`src/hdl/arithCodePkg.sv`:
```
// fixed 8-symbol model with symbol 7 as end of message; frequencies must sum to TOTAL_FREQ
package arithCodePkg;

    parameter int SYM_W       = 3;
    parameter int NUM_SYMBOLS = 8;
    parameter int FREQ_W      = 7;   // holds TOTAL_FREQ itself
    parameter int TOTAL_FREQ  = 64;
    parameter int WORD_W      = 32;

    typedef logic [SYM_W-1:0]  symbolT;
    typedef logic [WORD_W-1:0] wordT;

    parameter symbolT EOF_SYMBOL = 3'd7;

    // frequencies 12, 10, 9, 8, 8, 7, 6, 4
    parameter logic [FREQ_W-1:0] CUM_LOW [NUM_SYMBOLS] = '{
        7'd0, 7'd12, 7'd22, 7'd31, 7'd39, 7'd47, 7'd54, 7'd60
    };

    parameter logic [FREQ_W-1:0] CUM_HIGH [NUM_SYMBOLS] = '{
        7'd12, 7'd22, 7'd31, 7'd39, 7'd47, 7'd54, 7'd60, 7'd64
    };

    // width of interval width times a cumulative frequency
    function automatic int productW(int precision);
        return precision + FREQ_W;
    endfunction

    // pending counter width reaches far beyond any run of middle rescales
    function automatic int pendingW(int precision);
        return precision;
    endfunction

endpackage
```
`src/hdl/arithEncoder.sv`:
```
// arithmetic encoder top; PRECISION must keep quarter at least 4x TOTAL_FREQ, words are LSB first
module arithEncoder #(
    parameter int PRECISION = 16
) (
    input  logic                 clk,
    input  logic                 rstn,
    input  logic                 start,
    input  arithCodePkg::symbolT symbol,
    input  logic                 symbolProvided,
    input  logic                 readSuccess,
    output logic                 idle,
    output logic                 symbolRequested,
    output logic                 resultReady,
    output logic [2:0]           validOutputBytes,
    output arithCodePkg::wordT   out
);
    import arithCodePkg::*;

    logic                 calcStart;
    logic                 calcDone;
    logic [PRECISION-1:0] width;
    logic [PRECISION-1:0] lowOffset;
    logic [PRECISION-1:0] highOffset;
    symbolT               curSymbol;
    logic                 bitValid;
    logic                 bitValue;
    logic                 flush;
    logic                 packBusy;

    encoderControl #(.PRECISION(PRECISION)) control (
        .clk(clk), .rstn(rstn), .start(start), .symbol(symbol),
        .symbolProvided(symbolProvided), .idle(idle), .symbolRequested(symbolRequested),
        .calcStart(calcStart), .low(), .width(width), .curSymbol(curSymbol),
        .lowOffset(lowOffset), .highOffset(highOffset), .calcDone(calcDone),
        .bitValid(bitValid), .bitValue(bitValue), .flush(flush), .packBusy(packBusy)
    );

    subintervalCalc #(.PRECISION(PRECISION)) subinterval (
        .clk(clk), .rstn(rstn), .calcStart(calcStart), .width(width),
        .curSymbol(curSymbol), .lowOffset(lowOffset), .highOffset(highOffset),
        .calcDone(calcDone)
    );

    bitPacker packer (
        .clk(clk), .rstn(rstn), .bitValid(bitValid), .bitValue(bitValue), .flush(flush),
        .packBusy(packBusy), .resultReady(resultReady), .readSuccess(readSuccess),
        .out(out), .validOutputBytes(validOutputBytes)
    );

endmodule

```
`src/hdl/encoderControl.sv`:
```
// interval FSM; emits bits only while packBusy is low, first symbol is taken with start in idle
module encoderControl #(
    parameter int PRECISION = 16
) (
    input  logic                 clk,
    input  logic                 rstn,
    input  logic                 start,
    input  arithCodePkg::symbolT symbol,
    input  logic                 symbolProvided,
    output logic                 idle,
    output logic                 symbolRequested,
    output logic                 calcStart,
    output logic [PRECISION-1:0] low,
    output logic [PRECISION-1:0] width,
    output arithCodePkg::symbolT curSymbol,
    input  logic [PRECISION-1:0] lowOffset,
    input  logic [PRECISION-1:0] highOffset,
    input  logic                 calcDone,
    output logic                 bitValid,
    output logic                 bitValue,
    output logic                 flush,
    input  logic                 packBusy
);
    import arithCodePkg::*;

    localparam int pendingWidth = pendingW(PRECISION);
    localparam logic [PRECISION-1:0] whole = {1'b1, {(PRECISION-1){1'b0}}};
    localparam logic [PRECISION-1:0] half = {2'b01, {(PRECISION-2){1'b0}}};
    localparam logic [PRECISION-1:0] quarter = {3'b001, {(PRECISION-3){1'b0}}};
    localparam logic [PRECISION-1:0] threeQuarters = {3'b011, {(PRECISION-3){1'b0}}};

    typedef enum logic [2:0] {
        stIdle,
        stCalc,
        stRescale,
        stPending,
        stSymWait,
        stSymRelease,
        stFlush
    } stateT;

    stateT                   state;
    logic [PRECISION-1:0]    high;
    logic [pendingWidth-1:0] pending;
    logic                    pendValue;    // value of the bits still owed
    logic                    finalBits;    // pending run closes the message
    logic                    goLeft;
    logic                    goRight;
    logic                    goMiddle;

    assign goLeft   = high < half;
    assign goRight  = low > half;
    assign goMiddle = (low > quarter) && (high < threeQuarters);
    assign idle     = (state == stIdle);

    always_comb begin
        bitValid = 1'b0;
        bitValue = 1'b0;
        flush    = 1'b0;
        if (!packBusy) begin
            case (state)
                stRescale: begin
                    if (goLeft || goRight) begin
                        bitValid = 1'b1;
                        bitValue = !goLeft;
                    end else if (!goMiddle && curSymbol == EOF_SYMBOL) begin
                        bitValid = 1'b1;
                        bitValue = (low > quarter);    // closing bit picks the quarter
                    end
                end
                stPending: begin
                    bitValid = 1'b1;
                    bitValue = pendValue;
                end
                stFlush: flush = 1'b1;
                default: begin
                end
            endcase
        end
    end

    always_ff @(posedge clk) begin
        if (!rstn) begin
            state           <= stIdle;
            symbolRequested <= 1'b0;
            calcStart       <= 1'b0;
        end else begin
            calcStart <= 1'b0;
            case (state)
                stIdle: begin
                    if (start) begin
                        curSymbol <= symbol;
                        low       <= '0;
                        high      <= whole;
                        width     <= whole;
                        pending   <= '0;
                        finalBits <= 1'b0;
                        calcStart <= 1'b1;
                        state     <= stCalc;
                    end
                end
                stCalc: begin
                    if (calcDone) begin
                        high  <= low + highOffset;    // both bounds from the old low
                        low   <= low + lowOffset;
                        state <= stRescale;
                    end
                end
                stRescale: begin
                    if (goLeft || goRight) begin
                        if (!packBusy) begin
                            pendValue <= goLeft;
                            if (goLeft) begin
                                low  <= low << 1;
                                high <= high << 1;
                            end else begin
                                low  <= (low - half) << 1;
                                high <= (high - half) << 1;
                            end
                            if (pending != '0) begin
                                state <= stPending;
                            end
                        end
                    end else if (goMiddle) begin
                        low     <= (low - quarter) << 1;
                        high    <= (high - quarter) << 1;
                        pending <= pending + 1'b1;
                    end else if (curSymbol == EOF_SYMBOL) begin
                        if (!packBusy) begin
                            pendValue <= (low <= quarter);
                            pending   <= pending + 1'b1;
                            finalBits <= 1'b1;
                            state     <= stPending;
                        end
                    end else begin
                        width           <= high - low;
                        symbolRequested <= 1'b1;
                        state           <= stSymWait;
                    end
                end
                stPending: begin
                    if (!packBusy) begin
                        pending <= pending - 1'b1;
                        if (pending == pendingWidth'(1)) begin
                            state <= finalBits ? stFlush : stRescale;
                        end
                    end
                end
                stSymWait: begin
                    if (symbolProvided) begin
                        curSymbol       <= symbol;
                        symbolRequested <= 1'b0;
                        state           <= stSymRelease;
                    end
                end
                stSymRelease: begin
                    if (!symbolProvided) begin    // source has let go
                        calcStart <= 1'b1;
                        state     <= stCalc;
                    end
                end
                stFlush: begin
                    if (!packBusy) begin
                        state <= stIdle;
                    end
                end
                default: state <= stIdle;
            endcase
        end
    end

endmodule

```
`src/hdl/bitPacker.sv`:
```
// LSB-first packing into 32-bit words; validOutputBytes is sized for a 32-bit word only
module bitPacker (
    input  logic               clk,
    input  logic               rstn,
    input  logic               bitValid,
    input  logic               bitValue,
    input  logic               flush,
    output logic               packBusy,
    output logic               resultReady,
    input  logic               readSuccess,
    output arithCodePkg::wordT out,
    output logic [2:0]         validOutputBytes
);
    import arithCodePkg::*;

    localparam int IDX_W = $clog2(WORD_W);

    typedef enum logic [1:0] {
        stCollect,
        stPresent,
        stRelease
    } stateT;

    stateT            state;
    logic [IDX_W-1:0] bitIndex;

    assign packBusy = (state != stCollect);    // held until readSuccess falls

    always_ff @(posedge clk) begin
        if (!rstn) begin
            state            <= stCollect;
            bitIndex         <= '0;
            resultReady      <= 1'b0;
            out              <= '0;
            validOutputBytes <= '0;
        end else begin
            case (state)
                stCollect: begin
                    if (bitValid) begin
                        out[bitIndex] <= bitValue;
                        bitIndex      <= bitIndex + 1'b1;
                        if (bitIndex == IDX_W'(WORD_W - 1)) begin
                            validOutputBytes <= 3'(WORD_W / 8);
                            resultReady      <= 1'b1;
                            state            <= stPresent;
                        end
                    end else if (flush && bitIndex != '0) begin
                        // round a partial word up to whole bytes
                        validOutputBytes <= {1'b0, bitIndex[IDX_W-1:3]} + {2'b00, |bitIndex[2:0]};
                        resultReady      <= 1'b1;
                        state            <= stPresent;
                    end
                end
                stPresent: begin
                    if (readSuccess) begin
                        resultReady <= 1'b0;
                        out         <= '0;    // unused bits of the next word stay zero
                        bitIndex    <= '0;
                        state       <= stRelease;
                    end
                end
                stRelease: begin
                    if (!readSuccess) begin
                        state <= stCollect;
                    end
                end
                default: state <= stCollect;
            endcase
        end
    end

endmodule

```
`src/hdl/subintervalCalc.sv`:
```
// calcDone follows calcStart by 2*DIVIDEND_W+3 cycles; a new calcStart is ignored until then
module subintervalCalc #(
    parameter int PRECISION = 16
) (
    input  logic                 clk,
    input  logic                 rstn,
    input  logic                 calcStart,
    input  logic [PRECISION-1:0] width,
    input  arithCodePkg::symbolT curSymbol,
    output logic [PRECISION-1:0] lowOffset,
    output logic [PRECISION-1:0] highOffset,
    output logic                 calcDone
);
    import arithCodePkg::*;

    localparam int DIVIDEND_W = productW(PRECISION);
    localparam int DIVISOR_W = FREQ_W;

    typedef enum logic [1:0] {
        stIdle,
        stDivHigh,
        stDivLow
    } stateT;

    stateT                 state;
    logic [DIVIDEND_W-1:0] highProd;
    logic [DIVIDEND_W-1:0] lowProd;
    logic [DIVIDEND_W-1:0] dividend;
    logic [DIVIDEND_W-1:0] quotient;
    logic [DIVISOR_W-1:0]  divisor;
    logic                  divStart;
    logic                  divDone;

    assign dividend = (state == stDivLow) ? lowProd : highProd;
    assign divisor  = DIVISOR_W'(TOTAL_FREQ);

    always_ff @(posedge clk) begin
        if (!rstn) begin
            state    <= stIdle;
            divStart <= 1'b0;
            calcDone <= 1'b0;
        end else begin
            divStart <= 1'b0;
            calcDone <= 1'b0;
            case (state)
                stIdle: begin
                    if (calcStart) begin
                        divStart <= 1'b1;    // products are ready next cycle
                        state    <= stDivHigh;
                    end
                end
                stDivHigh: begin
                    if (divDone) begin
                        divStart <= 1'b1;
                        state    <= stDivLow;
                    end
                end
                stDivLow: begin
                    if (divDone) begin
                        calcDone <= 1'b1;
                        state    <= stIdle;
                    end
                end
                default: state <= stIdle;
            endcase
        end
    end

    always_ff @(posedge clk) begin
        if (state == stIdle && calcStart) begin
            highProd <= width * CUM_HIGH[curSymbol];
            lowProd  <= width * CUM_LOW[curSymbol];
        end
        if (state == stDivHigh && divDone) begin
            highOffset <= quotient[PRECISION-1:0];    // never above width
        end
        if (state == stDivLow && divDone) begin
            lowOffset <= quotient[PRECISION-1:0];
        end
    end

    seqDivider #(.DIVIDEND_W(DIVIDEND_W), .DIVISOR_W(DIVISOR_W)) divider (
        .clk(clk), .rstn(rstn), .divStart(divStart), .dividend(dividend),
        .divisor(divisor), .quotient(quotient), .divDone(divDone)
    );

endmodule

```
`src/hdl/seqDivider.sv`:
```
// restoring divider for DIVIDEND_W of 2 or more and a nonzero divisor; starts while busy are dropped
module seqDivider #(
    parameter int DIVIDEND_W = 23,
    parameter int DIVISOR_W = 7
) (
    input  logic                  clk,
    input  logic                  rstn,
    input  logic                  divStart,
    input  logic [DIVIDEND_W-1:0] dividend,
    input  logic [DIVISOR_W-1:0]  divisor,
    output logic [DIVIDEND_W-1:0] quotient,
    output logic                  divDone
);
    localparam int CNT_W = $clog2(DIVIDEND_W + 1);

    logic [DIVISOR_W-1:0]  remainder;
    logic [DIVIDEND_W-1:0] shiftReg;     // dividend bits leave at the top, quotient enters below
    logic [CNT_W-1:0]      bitCount;
    logic                  busy;
    logic                  load;
    logic [DIVIDEND_W-1:0] srcBits;
    logic [DIVISOR_W-1:0]  srcRem;
    logic [DIVISOR_W:0]    partial;
    logic [DIVISOR_W:0]    diff;

    assign load     = divStart && !busy;
    assign srcBits  = load ? dividend : shiftReg;    // first step runs on the start cycle
    assign srcRem   = load ? '0 : remainder;
    assign partial  = {srcRem, srcBits[DIVIDEND_W-1]};
    assign diff     = partial - {1'b0, divisor};
    assign quotient = shiftReg;

    always_ff @(posedge clk) begin
        if (load || busy) begin
            remainder <= diff[DIVISOR_W] ? partial[DIVISOR_W-1:0] : diff[DIVISOR_W-1:0];
            shiftReg  <= {srcBits[DIVIDEND_W-2:0], !diff[DIVISOR_W]};
        end
    end

    always_ff @(posedge clk) begin
        if (!rstn) begin
            busy     <= 1'b0;
            divDone  <= 1'b0;
            bitCount <= '0;
        end else begin
            divDone <= 1'b0;
            if (load) begin
                busy     <= 1'b1;
                bitCount <= CNT_W'(DIVIDEND_W - 1);
            end else if (busy) begin
                bitCount <= bitCount - 1'b1;
                if (bitCount == CNT_W'(1)) begin
                    busy    <= 1'b0;
                    divDone <= 1'b1;
                end
            end
        end
    end

endmodule

```
`config.mk`:
```
export PLATFORM = sky130hd
export DESIGN_NAME = arithEncoder
export DESIGN_NICKNAME = d
export VERILOG_FILES = /design/src/hdl/arithCodePkg.sv /design/src/hdl/arithEncoder.sv /design/src/hdl/encoderControl.sv /design/src/hdl/bitPacker.sv /design/src/hdl/subintervalCalc.sv /design/src/hdl/seqDivider.sv
export SDC_FILE = /design/constraint.sdc
export NUM_CORES = 1
export LEC_CHECK = 0
export BUFFER_PORTS_ARGS = -buffer_cell sky130_fd_sc_hd__buf_4
export CORE_MARGIN = 5
export CORE_UTILIZATION = 50
export CTS_BUF_LIST = sky130_fd_sc_hd__clkbuf_8
export CTS_CLUSTER_DIAMETER = 80
export DETAILED_ROUTE_END_ITERATION = 10
export PLACE_DENSITY = 0.64
export SYNTH_ARGS = -nofsm -noshare
export SYNTH_HDL_FRONTEND = slang
export SYNTH_HIERARCHICAL = 1
export SYNTH_SLANG_ARGS = --single-unit
```
`constraint.sdc`:
```
create_clock -name clk -period 12.4 [get_ports clk]
set_input_delay 3.1 -clock clk [delete_from_list [all_inputs] [get_ports clk]]
set_output_delay 3.1 -clock clk [all_outputs]
set_load 0.1 [all_outputs]
```
==> results.md <==
- Cell family with most CP delay: adder cells
- Final wirelength: approximately 48000 µm
- CP bufs+invs: 5
- Synth Area per Inst: 9.59 µm²
- Post-route DRC violation count: 0
- Crit Path Category: register to register
- Final hold violations: 0
- Wirelength per Cell: 18.3 µm
- Die X: 210 µm
- Reg2reg setup slack: 6.16 ns
- Nets: 2400
- Register Area: 6500 µm²
- Antenna violations before repair: 2
- Power Dens Cells: 196 nW/µm²
- RSZ-0062 raised after global routing: no
- Final WS setup: 6.16 ns
- Netlist Area Pre-Place: 20000 µm²
- Outcome: complete, no violations
- Global-route wire length before repair: between 70000 and 80000 µm
- Antenna Cells: 0
- Die Ht: 210 µm
- Clock skew: 0.0324 ns
- Type of destination of the critical path: register
- Clock root cell: clkbuf_8
- I/O pins: 46
- Area Overhead vs Synth: 7.08%
- Number of global-route vias before repair: 15200
- Detail Placement HPWL: 36000 µm
- Final setup viols: 0
- Placeable Area: 39700 µm²
- Peak supply drop: between 0.1 and 0.15 mV
- Worst Hold End: packer/validOutputBytes[1]
- Max Cap Violations: 0
- Vias/cell: between 5 and 6
- Seq/Total Area, Yosys: 32.4%
- Placer Congestion: 0.870
- Final period utilization: 50.3%
- CTS tree: done
- Critical Path Source Type: register
- Worst-Skew Late Latency: 0.62 ns
- CTS Buffer Depth: 3
- Area of the multi-input gates: around 12000 µm²
- Die Footprint: approximately 44000 µm²
- Flip-flop and latch count after synthesis: 236
- H-Tree Depth: 2
- GRT Util Overall: 22.0%
- Clock transition at the registers of the reported paths: about 0.060 ns
- Largest net degree at the start of global routing: 62
- CTS sink cnt: 236
- Leak: 9.41 nW
- Max-slew violations: 0
- Synth cell types: 96
- Hold Path Class: register to register
- IO buf count: 45
- Async S/R FF share, synth: 0%
- Critical path arrival: between 6 and 7 ns
- Commonest non-fill, non-tap cell in the layout: inv_1
- RR Endpoint: subinterval/highProd[19]
- Met2 Track Usage GR: 37.5%
- Most used DFF post-synth: edfxtp_1
- Crit-path max cell delay: 0.81 ns
- Worst slack, placed: 6.16 ns
- Number of synthesis warnings: 6
- Fmax: between 150 and 200 MHz
- Commonest cells after routing, fill and taps aside: 214 x inv_1, 208 x nand2_1, 177 x edfxtp_1, 167 x ha_1, 128 x fa_1
- Most Used Layer, Global Route: met2
- Critical-path top delay cell: edfxtp_1
- Met1 Track Usage GR: 28.1%
- Initial Utilization: 50.4%
- Met3 Use GR: 3.74%
- Cell count after placement: 2578
- Hold Path Depth: 2
- Number of synthesized flops with an enable pin: between 150 and 200
- Worst-margin pin slew: 0.952 ns
- ANT nets after route: 0
- Layout cells sized above 1: a little under a tenth
- PostCTS Resize Cnt: 0
- Setup TNS: 0 ns
- Hold path startpoint: packer/validOutputBytes[1]
- Max_slew headroom: between 30 and 40%
- Tmin final: 6.24 ns
- Initial DRC Count: 976
- Core Rows: 73
- Worst EP required: ~13 ns
- Crit-path max FO: 23
- GRT overflow: 0
- Fill cells: 3601
- Via count: 15100
- R2r worst-path depth: 20
- Mapped Cells: 2089
- Drt pass-1 iters: 5
- R2r startpoint: control/curSymbol[1]
- Power Total: approximately 0.0042 W
- Post-CTS Setup Inserts: 0
- Cells along the critical path: inv_1 -> ha_1 -> nand2b_1 -> a21boi_0 -> buf_4 -> nand2_1 -> fa_1 -> inv_1 -> fa_1 -> fa_1 -> inv_1 -> fa_1 -> inv_1 -> ha_1 -> nand2_1 -> a211oi_1 -> a211oi_2 -> o21ai_2 -> o31ai_1 -> xnor2_1
- CTS buffer count: 42
- Hold buffers post-CTS: 0
- Final Instance Count excl. Fillers: 2654
[report_power, final]
| group | leakage, nW | switching, W | internal, W | total, W |
|---|---|---|---|---|
| sequential | 2.12 | 0.0000883 | 0.00107 | 0.00116 |
| combinational | 6.83 | 0.00141 | 0.000955 | 0.00237 |
| clock | 0.463 | 0.000341 | 0.000340 | 0.000681 |
| total | 9.41 | 0.00184 | 0.00237 | 0.00421 |
[cell families (layout without fill, tap and decap cells)]
family | count (synthesis) | after routing | share of synthesized area (%)
simple gates | 747 | 747 | 19.2
compound gates | 361 | 361 | 11.7
buf+inv | 303 | 337 | 6.36
fa+ha+maj | 295 | 295 | 23.2
flops | 236 | 236 | 32.4
xor+xnor | 73 | 73 | 3.19
mux | 72 | 72 | 3.87
other cells | 2 | 8 | 0.0375
[how the worst max path moves through the flow]
| stage | depth (start not counted) | slack (ns) | start | to |
|---|---|---|---|---|
| 2_1_floorplan | 4 | 5.42 | start | control/high[0] |
| 3_3_place_gp | 20 | 6.40 | control/curSymbol[1] | subinterval/highProd[21] |
| 3_5_place_dp | 20 | 6.16 | control/curSymbol[1] | subinterval/highProd[19] |
| 4_1_cts | 20 | 6.12 | control/curSymbol[1] | subinterval/highProd[19] |
| 5_1_grt | 20 | 5.69 | control/curSymbol[1] | subinterval/highProd[19] |
| 6_report | 20 | 6.16 | control/curSymbol[1] | subinterval/highProd[19] |
[worst register-to-register path, delay by kind of cell (launching register included)]
family                     cells  cell delay [ns]
buffers and inverters          5             0.57
DFF                            1             0.81
adders and majority gates      6             2.68
and+or+nand+nor                3             0.73
xor gates and xnor gates       1             0.13
AOI/OAI and AO/OA              5             1.06
[synthesized netlist by cell type (15+ instances only)]
master	number	area, µm²
xor2_1	25	219
nand2_1	208	781
a21o_1	19	143
inv_1	198	743
edfxtp_1	177	5320
a21oi_1	100	500
nor3_1	32	160
buf_2	16	80.1
nand4_1	15	93.8
mux2i_1	41	410
nand2b_1	28	175
xnor2_1	48	420
nand3_1	98	490
mux2_2	27	304
dfxtp_1	59	1180
clkbuf_1	60	225
o21ai_0	64	320
a31oi_1	17	106
nor2_1	114	428
and2_1	111	694
nor2b_1	33	206
a211oi_1	15	113
ha_1	167	2090
o22ai_1	21	131
and3_1	38	238
fa_1	128	2560
[stage by stage]
step | hold WS [ns] | area, µm² | util [%]
finish | 0.471 | 21500 | 54.0
global route | 0.499 | 21500 | 54.0
CTS | 0.474 | 21500 | 54.0
detailed placement | 0.462 | 20700 | 52.1
global placement | 0.461 | 20700 | 52.1
floorplan | 0.442 | 20100 | -
[per-layer routing]
metal,share of wire (%),vias up
li1,-,7260
met1,42,7373
met2,49,341
met3,4.7,89
met4,3.7,0
met5,0,-
[flip-flops by register name (all words and copies together) (netlist names), 2 cells and up]
| signal | count |
|---|---|
| control/pending | 16 |
| subinterval/highOffset | 16 |
| control/high | 16 |
| packer/validOutputBytes | 3 |
| control/width | 16 |
| subinterval/state | 2 |
| subinterval/divider/bitCount | 5 |
| subinterval/divider/remainder | 7 |
| subinterval/divider/quotient | 23 |
| subinterval/highProd | 23 |
| control/low | 16 |
| packer/bitIndex | 5 |
| control/state | 3 |
| subinterval/lowOffset | 16 |
| packer/out | 32 |
| control/curSymbol | 3 |
| packer/state | 2 |
| subinterval/lowProd | 23 |
[area by class of cell]
class                      instances  share of cell area (%)
multi-input combinational       1556                    57.4
sequential                       236                    30.3
inverter                         201                    3.53
tap                              525                    3.06
clock buffer                      45                    2.89
timing repair buffer              60                    2.10
clock inverter                    31                   0.711
Power figures use the tool's default switching activity.
